## config.mk

```make
export PLATFORM = sky130hd
export DESIGN_NAME = ifu
export DESIGN_NICKNAME = d
export VERILOG_FILES = /design/src/ifuPkg.sv /design/src/fetchStage.sv /design/src/decompress.sv /design/src/decodeStage.sv /design/src/executePipe.sv /design/src/ifu.sv
export SDC_FILE = /design/constraint.sdc
export NUM_CORES = 1
export LEC_CHECK = 0
export ABC_AREA = 1
export BUFFER_PORTS_ARGS = -buffer_cell sky130_fd_sc_hd__buf_2
export CORE_ASPECT_RATIO = 1.2
export CORE_MARGIN = 2
export CORE_UTILIZATION = 35
export CTS_CLUSTER_SIZE = 20
export DETAILED_ROUTE_END_ITERATION = 6
export SLEW_MARGIN = 30
export SYNTH_ARGS = -nofsm -noshare
export SYNTH_HDL_FRONTEND = slang
export SYNTH_SLANG_ARGS = --single-unit
```

## constraint.sdc

```tcl
create_clock -name clk -period 4.8 [get_ports clk]
set_input_delay 0.48 -clock clk [delete_from_list [all_inputs] [get_ports clk]]
set_output_delay 0.48 -clock clk [all_outputs]
set_load 0.01 [all_outputs]
```

## src/ifuPkg.sv

```systemverilog
////////////////////////////////////////////////////////////////////////////
// shared widths, opcodes, stage bundles, nop and reset vector of the IFU
////////////////////////////////////////////////////////////////////////////

package ifuPkg;

  // datapath width, fixed to rv32
  localparam int Xlen = 32;
  localparam int InstrClassWidth = 5;

  typedef logic [Xlen-1:0]            xlenT;
  typedef logic [31:0]                instrT;
  typedef logic [InstrClassWidth-1:0] instrClassT;

  // addi x0, x0, 0
  localparam instrT NopInstr    = 32'h0000_0013;
  localparam xlenT  ResetVector = 32'h8000_0000;

  ////////////////////////////////////////////////////////////////////////////
  // base opcodes that the decompressor and class decode produce or test
  ////////////////////////////////////////////////////////////////////////////

  localparam logic [6:0] OpLoad   = 7'b0000011;
  localparam logic [6:0] OpOpImm  = 7'b0010011;
  localparam logic [6:0] OpStore  = 7'b0100011;
  localparam logic [6:0] OpOp     = 7'b0110011;
  localparam logic [6:0] OpLui    = 7'b0110111;
  localparam logic [6:0] OpBranch = 7'b1100011;
  localparam logic [6:0] OpJalr   = 7'b1100111;
  localparam logic [6:0] OpJal    = 7'b1101111;

  ////////////////////////////////////////////////////////////////////////////
  // stage register contents
  ////////////////////////////////////////////////////////////////////////////

  // fetch to decode
  typedef struct packed {
    xlenT  pc;
    // pc+2 or pc+4 of this instruction
    xlenT  pcLink;
    // word as read, still possibly compressed
    instrT instrRaw;
  } fetchDecodeT;

  // decode to execute
  typedef struct packed {
    xlenT       pc;
    xlenT       pcLink;
    // always the 32-bit form
    instrT      instr;
    instrClassT instrClass;
  } decodeExecT;

endpackage

```

## src/fetchStage.sv

```systemverilog
////////////////////////////////////////////////////////////////////////////
// program counter, next-pc select, pc+2/4 adder and fetch-decode register
////////////////////////////////////////////////////////////////////////////

`timescale 1ns/1ps

module fetchStage import ifuPkg::*; (
  input  logic        clk,
  input  logic        reset,
  input  logic        StallF,
  input  logic        StallD,
  input  logic        FlushD,
  // execute-stage redirect
  input  logic        PCSrcE,
  input  xlenT        PCTargetE,
  // trap or xret redirect from memory stage
  input  logic        RetM,
  input  logic        TrapM,
  input  xlenT        PrivilegedNextPCM,
  // combinational instruction read at PCF
  input  instrT       InstrInF,
  output xlenT        PCF,
  output fetchDecodeT fetchDecode
);

  logic            compressedF;
  logic            privilegedChangeF;
  logic [Xlen-3:0] pcPlusUpperF;
  xlenT            pcPlus2or4F;
  xlenT            pcNextRawF;
  xlenT            pcNextF;
  fetchDecodeT     fetchDecodeNext;

  ////////////////////////////////////////////////////////////////////////////
  // sequential pc
  ////////////////////////////////////////////////////////////////////////////

  // anything not ending in 11 is a 16-bit parcel
  assign compressedF = (InstrInF[1:0] != 2'b11);

  // one shared incrementer on the word part of the pc
  assign pcPlusUpperF = PCF[Xlen-1:2] + 1'b1;

  always_comb begin
    if (compressedF) begin
      // +2 crosses into the next word only from the upper halfword
      if (PCF[1]) begin
        pcPlus2or4F = {pcPlusUpperF, 2'b00};
      end else begin
        pcPlus2or4F = {PCF[Xlen-1:2], 2'b10};
      end
    end else begin
      // +4 keeps the halfword offset
      pcPlus2or4F = {pcPlusUpperF, PCF[1:0]};
    end
  end

  ////////////////////////////////////////////////////////////////////////////
  // next-pc priority
  ////////////////////////////////////////////////////////////////////////////

  assign privilegedChangeF = RetM | TrapM;

  // trap/return beats the branch, branch beats fall-through
  always_comb begin
    if (privilegedChangeF) begin
      pcNextRawF = PrivilegedNextPCM;
    end else if (PCSrcE) begin
      pcNextRawF = PCTargetE;
    end else begin
      pcNextRawF = pcPlus2or4F;
    end
  end

  // instructions sit on halfword boundaries, drop bit 0
  assign pcNextF = {pcNextRawF[Xlen-1:1], 1'b0};

  always_ff @(posedge clk) begin
    if (reset) begin
      PCF <= ResetVector;
    end else if (~StallF) begin
      PCF <= pcNextF;
    end
  end

  ////////////////////////////////////////////////////////////////////////////
  // fetch to decode register
  ////////////////////////////////////////////////////////////////////////////

  // a flush only replaces the instruction, pc fields move as usual
  always_comb begin
    fetchDecodeNext.pc       = PCF;
    fetchDecodeNext.pcLink   = pcPlus2or4F;
    fetchDecodeNext.instrRaw = FlushD ? NopInstr : InstrInF;
  end

  always_ff @(posedge clk) begin
    if (reset) begin
      fetchDecode <= '{pc: '0, pcLink: '0, instrRaw: NopInstr};
    end else if (~StallD) begin
      fetchDecode <= fetchDecodeNext;
    end
  end

endmodule

```

## src/decompress.sv

```systemverilog
////////////////////////////////////////////////////////////////////////////
// rv32c expander for the supported subset, illegal flag for the rest
////////////////////////////////////////////////////////////////////////////

`timescale 1ns/1ps

module decompress import ifuPkg::*; (
  input  instrT instrRaw,
  output instrT instr,
  output logic  illegalComp
);

  logic [15:0] c;
  logic [1:0]  quadrant;
  logic [2:0]  funct3;
  // full register fields
  logic [4:0]  rd;
  logic [4:0]  rs2;
  // three-bit fields map onto x8..x15
  logic [4:0]  rdp;
  logic [4:0]  rs1p;
  logic [4:0]  rs2p;
  // pre-shuffled immediates
  logic [11:0] immCi;
  logic [11:0] immLw;
  logic [19:0] immJal;
  logic [12:1] offB;

  assign c        = instrRaw[15:0];
  assign quadrant = c[1:0];
  assign funct3   = c[15:13];
  assign rd       = c[11:7];
  assign rs2      = c[6:2];
  assign rdp      = {2'b01, c[4:2]};
  assign rs1p     = {2'b01, c[9:7]};
  assign rs2p     = {2'b01, c[4:2]};

  // sign-extended 6-bit imm of addi/li
  assign immCi = {{6{c[12]}}, c[12], c[6:2]};

  // word offset of lw/sw, uimm[6:2] = {c5, c12:10, c6}
  assign immLw = {5'b0, c[5], c[12:10], c[6], 2'b00};

  // jal immediate field already in j-type bit order
  // imm[20|10:1|11|19:12], offset bits come from c[12|8|10:9|6|7|2|11|5:3]
  assign immJal = {c[12], c[8], c[10:9], c[6], c[7], c[2], c[11], c[5:3],
                   c[12], {8{c[12]}}};

  // branch offset, c[12|6:5|2|11:10|4:3] is off[8|7:6|5|4:3|2:1]
  assign offB = {{5{c[12]}}, c[6:5], c[2], c[11:10], c[4:3]};

  always_comb begin
    // unsupported patterns fall through as nop + illegal
    instr       = NopInstr;
    illegalComp = 1'b1;
    if (quadrant == 2'b11) begin
      // already a 32-bit word
      instr       = instrRaw;
      illegalComp = 1'b0;
    end else begin
      case ({quadrant, funct3})
        // c.lw -> lw rd', uimm(rs1')
        5'b00_010: begin
          instr       = {immLw, rs1p, 3'b010, rdp, OpLoad};
          illegalComp = 1'b0;
        end
        // c.sw -> sw rs2', uimm(rs1')
        5'b00_110: begin
          instr       = {immLw[11:5], rs2p, rs1p, 3'b010, immLw[4:0], OpStore};
          illegalComp = 1'b0;
        end
        // c.addi and c.nop -> addi rd, rd, imm
        5'b01_000: begin
          instr       = {immCi, rd, 3'b000, rd, OpOpImm};
          illegalComp = 1'b0;
        end
        // c.jal -> jal x1, off
        5'b01_001: begin
          instr       = {immJal, 5'd1, OpJal};
          illegalComp = 1'b0;
        end
        // c.li -> addi rd, x0, imm
        5'b01_010: begin
          instr       = {immCi, 5'd0, 3'b000, rd, OpOpImm};
          illegalComp = 1'b0;
        end
        // c.lui -> lui rd, imm; rd=x2 is addi16sp and imm 0 is reserved
        5'b01_011: begin
          if (rd != 5'd2 && {c[12], c[6:2]} != 6'd0) begin
            instr       = {{14{c[12]}}, c[12], c[6:2], rd, OpLui};
            illegalComp = 1'b0;
          end
        end
        // c.j -> jal x0, off
        5'b01_101: begin
          instr       = {immJal, 5'd0, OpJal};
          illegalComp = 1'b0;
        end
        // c.beqz -> beq rs1', x0, off
        5'b01_110: begin
          instr       = {offB[12], offB[10:5], 5'd0, rs1p, 3'b000,
                         offB[4:1], offB[11], OpBranch};
          illegalComp = 1'b0;
        end
        // c.bnez -> bne rs1', x0, off
        5'b01_111: begin
          instr       = {offB[12], offB[10:5], 5'd0, rs1p, 3'b001,
                         offB[4:1], offB[11], OpBranch};
          illegalComp = 1'b0;
        end
        // jr / mv / jalr / add share one funct3
        5'b10_100: begin
          if (~c[12]) begin
            if (rs2 == 5'd0) begin
              // c.jr, rd field is rs1 and must not be x0
              if (rd != 5'd0) begin
                instr       = {12'd0, rd, 3'b000, 5'd0, OpJalr};
                illegalComp = 1'b0;
              end
            end else begin
              // c.mv -> add rd, x0, rs2
              instr       = {7'd0, rs2, 5'd0, 3'b000, rd, OpOp};
              illegalComp = 1'b0;
            end
          end else if (rs2 == 5'd0) begin
            // c.jalr, rd=0 would be c.ebreak
            if (rd != 5'd0) begin
              instr       = {12'd0, rd, 3'b000, 5'd1, OpJalr};
              illegalComp = 1'b0;
            end
          end else begin
            // c.add -> add rd, rd, rs2
            instr       = {7'd0, rs2, rd, 3'b000, rd, OpOp};
            illegalComp = 1'b0;
          end
        end
        default: begin
          instr       = NopInstr;
          illegalComp = 1'b1;
        end
      endcase
    end
  end

endmodule

```

## src/decodeStage.sv

```systemverilog
////////////////////////////////////////////////////////////////////////////
// decode: expansion, illegal flag, branch class, decode-execute register
////////////////////////////////////////////////////////////////////////////

`timescale 1ns/1ps

module decodeStage import ifuPkg::*; (
  input  logic        clk,
  input  logic        reset,
  input  logic        StallE,
  input  logic        FlushE,
  input  logic        IllegalBaseInstrFaultD,
  input  fetchDecodeT fetchDecode,
  output xlenT        PCD,
  output instrT       InstrD,
  output logic        IllegalIEUInstrFaultD,
  output decodeExecT  decodeExec
);

  logic       illegalCompD;
  logic [6:0] opD;
  logic [4:0] rdD;
  logic [4:0] rs1D;
  logic       rdLinkD;
  logic       rs1LinkD;
  logic       isJalD;
  logic       isJalrD;
  instrClassT instrClassD;
  decodeExecT decodeExecNext;

  assign PCD = fetchDecode.pc;

  decompress decomp (
    .instrRaw    (fetchDecode.instrRaw),
    .instr       (InstrD),
    .illegalComp (illegalCompD)
  );

  // bad 32-bit word from outside or unsupported 16-bit one
  assign IllegalIEUInstrFaultD = IllegalBaseInstrFaultD | illegalCompD;

  ////////////////////////////////////////////////////////////////////////////
  // instruction class for a predictor
  ////////////////////////////////////////////////////////////////////////////

  assign opD  = InstrD[6:0];
  assign rdD  = InstrD[11:7];
  assign rs1D = InstrD[19:15];

  // x1 and x5 are the link registers
  assign rdLinkD  = (rdD == 5'd1) | (rdD == 5'd5);
  assign rs1LinkD = (rs1D == 5'd1) | (rs1D == 5'd5);
  assign isJalD   = (opD == OpJal);
  assign isJalrD  = (opD == OpJalr);

  // call
  assign instrClassD[4] = (isJalD | isJalrD) & rdLinkD;
  // return, a jalr x1,x1 counts as both call and return
  assign instrClassD[3] = isJalrD & rs1LinkD;
  // plain indirect jump
  assign instrClassD[2] = isJalrD & ~rs1LinkD & ~rdLinkD;
  // plain direct jump
  assign instrClassD[1] = isJalD & ~rdLinkD;
  // conditional branch
  assign instrClassD[0] = (opD == OpBranch);

  ////////////////////////////////////////////////////////////////////////////
  // decode to execute register
  ////////////////////////////////////////////////////////////////////////////

  always_comb begin
    decodeExecNext.pc         = fetchDecode.pc;
    decodeExecNext.pcLink     = fetchDecode.pcLink;
    // flushed slot becomes a nop with no class
    decodeExecNext.instr      = FlushE ? NopInstr : InstrD;
    decodeExecNext.instrClass = FlushE ? '0 : instrClassD;
  end

  always_ff @(posedge clk) begin
    if (reset) begin
      decodeExec <= '{pc: '0, pcLink: '0, instr: NopInstr, instrClass: '0};
    end else if (~StallE) begin
      decodeExec <= decodeExecNext;
    end
  end

endmodule

```

## src/executePipe.sv

```systemverilog
////////////////////////////////////////////////////////////////////////////
// execute outputs, memory register and misaligned branch target fault
////////////////////////////////////////////////////////////////////////////

`timescale 1ns/1ps

module executePipe import ifuPkg::*; (
  input  logic       clk,
  input  logic       reset,
  input  logic       StallM,
  input  logic       FlushM,
  input  logic       PCSrcE,
  input  xlenT       PCTargetE,
  input  decodeExecT decodeExec,
  output xlenT       PCE,
  output xlenT       PCLinkE,
  output instrT      InstrE,
  output xlenT       PCM,
  output instrT      InstrM,
  output instrClassT InstrClassM,
  output logic       InstrMisalignedFaultM,
  output xlenT       InstrMisalignedAdrM
);

  instrClassT instrClassE;
  logic       branchMisalignedE;

  // execute stage is just the register contents
  assign PCE         = decodeExec.pc;
  assign PCLinkE     = decodeExec.pcLink;
  assign InstrE      = decodeExec.instr;
  assign instrClassE = decodeExec.instrClass;

  ////////////////////////////////////////////////////////////////////////////
  // memory stage register
  ////////////////////////////////////////////////////////////////////////////

  always_ff @(posedge clk) begin
    if (reset) begin
      PCM         <= '0;
      InstrM      <= NopInstr;
      InstrClassM <= '0;
    end else if (~StallM) begin
      PCM         <= PCE;
      // flush kills the instruction and its class
      InstrM      <= FlushM ? NopInstr : InstrE;
      InstrClassM <= FlushM ? '0 : instrClassE;
    end
  end

  ////////////////////////////////////////////////////////////////////////////
  // misaligned target
  ////////////////////////////////////////////////////////////////////////////

  // with c enabled only an odd target is misaligned
  assign branchMisalignedE = PCSrcE & PCTargetE[0];

  always_ff @(posedge clk) begin
    if (reset) begin
      InstrMisalignedFaultM <= 1'b0;
    end else if (~StallM) begin
      InstrMisalignedFaultM <= branchMisalignedE;
    end
  end

  // the raw target, bit 0 still set, for the trap value
  always_ff @(posedge clk) begin
    if (~StallM) begin
      InstrMisalignedAdrM <= PCTargetE;
    end
  end

endmodule

```

## src/ifu.sv

```systemverilog
////////////////////////////////////////////////////////////////////////////
// instruction fetch unit top, fetch -> decode -> execute/memory
////////////////////////////////////////////////////////////////////////////

`timescale 1ns/1ps

module ifu import ifuPkg::*; (
  input  logic       clk,
  input  logic       reset,
  input  logic       StallF,
  input  logic       StallD,
  input  logic       StallE,
  input  logic       StallM,
  input  logic       FlushD,
  input  logic       FlushE,
  input  logic       FlushM,
  // fetch
  input  instrT      InstrInF,
  output xlenT       PCF,
  // decode
  output xlenT       PCD,
  output instrT      InstrD,
  // execute
  output xlenT       PCE,
  output xlenT       PCLinkE,
  output instrT      InstrE,
  input  logic       PCSrcE,
  input  xlenT       PCTargetE,
  // memory
  input  logic       RetM,
  input  logic       TrapM,
  input  xlenT       PrivilegedNextPCM,
  output xlenT       PCM,
  output instrT      InstrM,
  output instrClassT InstrClassM,
  // faults
  input  logic       IllegalBaseInstrFaultD,
  output logic       IllegalIEUInstrFaultD,
  output logic       InstrMisalignedFaultM,
  output xlenT       InstrMisalignedAdrM
);

  fetchDecodeT fetchDecode;
  decodeExecT  decodeExec;

  fetchStage fetch0 (
    .clk, .reset, .StallF, .StallD, .FlushD, .PCSrcE, .PCTargetE,
    .RetM, .TrapM, .PrivilegedNextPCM, .InstrInF, .PCF, .fetchDecode
  );

  decodeStage decode0 (
    .clk, .reset, .StallE, .FlushE, .IllegalBaseInstrFaultD, .fetchDecode,
    .PCD, .InstrD, .IllegalIEUInstrFaultD, .decodeExec
  );

  executePipe execute0 (
    .clk, .reset, .StallM, .FlushM, .PCSrcE, .PCTargetE, .decodeExec,
    .PCE, .PCLinkE, .InstrE, .PCM, .InstrM, .InstrClassM,
    .InstrMisalignedFaultM, .InstrMisalignedAdrM
  );

endmodule

```

==> results.md <==
* Status: finished, final reports clean
* Die W at 189.9 um
* Num CTS Buffers at 36
* Hold_ws at 0.1355 ns
* Clk_skew at 0.03688 ns
* Crit share post-route at 0.6074
* Tmin final at 2.916 ns
* Share of flip-flops with an asynchronous set or reset at 0
* Max Slew Vio Count at 0
* Vias at 13130
* Worst Min Path Start: PCTargetE[30]
* Global route hottest layer: met2
* Placed Area at 0.01570 mm2
* Max_slew headroom at 0.3786
* PD cells at 383.0 mW/mm2
* Placer Congestion at 0.8855
* TritonRoute pass-1 iters at 5
* Die span in y at 227.1 um
* Most frequent cells in the layout: buf_2, nand2_1, dfxtp_1
* Met2 Use GR at 0.3490
* Layout area overhead at 16.46%
* CTS Root Cell: clkbuf_16
* TritonCTS clock tree: yes
* Synth Area per Inst at 7.783 um2
* Register area share after synthesis at 0.4703
* Initial Util at 0.3554
* Lkg Pwr at 0.007801 uW
* Final hold viol count at 0
* Area contributors post-synth: dfxtp_1, buf_4, nand2_1
* Logic gate share of total power at 0.107
* Worst-margin pin slew at 0.9307 ns
* Total gr overflow at 0
* Count of cell types in the netlist at 44
* Power share of the clock group at 0.428
* Int Pwr at 4761 uW
* Wirelength per Cell at 18.46 um
* Worst hold path type: primary input to flop
* Share of post-route cells with drive strength above 1 at 0.2525
* Post-synth EDFFs at 32
* Util after Layout at 0.4139
* Largest net degree at the start of global routing at 84
* IO Count at 404
* DR DRC count at 0
* Post-Route WL at 48460 um
* Req. time, crit path at 4.32 ns
* Synth area leader: dfxtp_1
* Cells after Synth at 1865
* Final setup vio count at 0
* Mapped Area at 0.01452 mm2
* CTS Buffer Depth at 3
* Final Cell Area at 0.01691 mm2
* Critical Path AT at 2.44 ns
* DRT iter0 DRCs at 967
* Setup Buffers After CTS at 0
* Top cell type's share of synthesized area at 0.4041
* Nature of the critical path startpoint: flop
* Vias in the first global route at 12040
* Crit Path Category: flop to output port
* First-pass GRT wire length at 71770 um
* Core ar. at 0.04084 mm2
* Origin of the critical flop-to-flop path: fetch0.PCF[2]
* Clock sinks at 325
* Worst setup path startpoint: fetch0.fetchDecode[1]
* Site Rows at 81
* M3 GR Usage at 0.04285
* Clk pin slew, worst setup/hold paths at 0.06 ns
* Unrepaired setup endpoints after global routing: no
* Port Buf Inserts at 395
* Net Sw Frac at 0.2647
* Max-cap violations at 0
* H-tree depth at 2
* Leading cell type in the layout, fill and taps excluded: buf_2
* Initial antenna violation count at 6
* Via-to-Cell Ratio at 5.001
* Max frequency at 343.0 MHz
* Crit end category: output port
* Die area at 0.04312 mm2
* VDD IR max at 271.1 uV
* Synth Register Bits at 325
* YS warnings at 0
* Post-DRT Antenna Nets at 0
* Nets at 2166
* Quantity of gates resized following cts at 0
* Switching pwr at 1714 uW
* Met1 usage at 0.2849
* Total GRT Usage at 0.2152
* Reg power frac at 0.465
* Worst-Skew Late Latency at 0.54 ns
* CP Max Fanout at 22
* Post-CTS Hold Fix Bufs at 0
* Sum Neg Setup Slack at 0 ns
* Hpwl dp at 35340 um
* Ys flop type: dfxtp_1
[logic make-up after synthesis]
logic type / synth area share
adder cells (fa/ha/maj): 0.0008619
XOR/XNOR: 0.007241
buffers and inverters: 0.1462
AND/OR/NAND/NOR: 0.1877
other: 0.0005174
AO/OA/AOI/OAI: 0.1871
flip-flops: 0.4703
[final timing paths]
path / endpoint / slack, ns / depth (start not counted)
setup / recovery: InstrD[14] / 1.88 / 5
hold / removal: execute0.InstrMisalignedAdrM[30] / 0.14 / 1
setup reg to reg: fetch0.fetchDecode[54] / 2.49 / 12
hold reg to reg: decode0.decodeExec[0] / 0.45 / 2
[state kept, by name, summed over array words and instances (netlist names)]
signal                          cells
decode0.decodeExec                 99
fetch0.fetchDecode                 94
execute0.InstrM                    32
execute0.InstrMisalignedAdrM       32
execute0.PCM                       31
fetch0.PCF                         31
execute0.InstrClassM                5
execute0.InstrMisalignedFaultM      1
[synth_stat cells (3+ instances only)]
cell type / n
nand2_1: 316
dfxtp_1: 293
o21ai_0: 217
nor2_1: 197
a21oi_1: 187
buf_4: 163
inv_1: 121
clkbuf_1: 82
nand3_1: 54
a22o_1: 38
edfxtp_1: 32
o211ai_1: 22
inv_2: 14
nand4_1: 14
nor2_2: 12
buf_1: 11
nand2_2: 8
nand3_2: 8
nor2_4: 7
clkinv_1: 6
xnor2_1: 6
xor2_1: 6
o2111ai_1: 5
a221oi_1: 4
buf_2: 4
nand3b_1: 4
o22ai_1: 4
or2_2: 4
a21o_1: 3
nand4_2: 3
nor3_1: 3
[worst max-delay path, stage by stage (launching register included)]
cell      delay, ns
dfxtp_1        0.39
nand2_2        0.26
inv_1          0.37
a221oi_1       0.62
inv_1          0.11
buf_2          0.16
[layer usage]
metal | wire length [um] | part of all wire
met2 | 22600 | 0.47
met4 | 1633 | 0.034
met5 | 27 | 0.00056
met3 | 3347 | 0.069
met1 | 20860 | 0.43
[cell type report]
type,instances,area [um2]
Fill cell,4228,23940
Sequential cell,325,6827
Multi-Input combinational cell,1144,5593
Timing Repair Buffer,408,2077
Clock buffer,56,1100
Tap cell,539,674.4
Inverter,141,533.0
Clock inverter,9,91.34
Antenna cell,4,10.01
[power by group through the flow]
stage	registers (uW)	logic, uW	clock network, uW
2_1_floorplan	3040	454	0
3_3_place_gp	3060	688	0
3_5_place_dp	3070	694	0
4_1_cts	3010	696	2830
5_1_grt	3020	763	2940
6_report	3010	691	2770
[per-stage QoR]
step           std cells  total power, uW  worst slack (ns)
2_1_floorplan       1870             3498             2.585
4_1_cts             2622             6533             1.837
5_1_grt             2625             6722             1.658
3_3_place_gp        2557             3750             1.888
3_5_place_dp        2557             3759             1.870
6_report            2626             6474             1.884
Power figures use the tool's default switching activity.
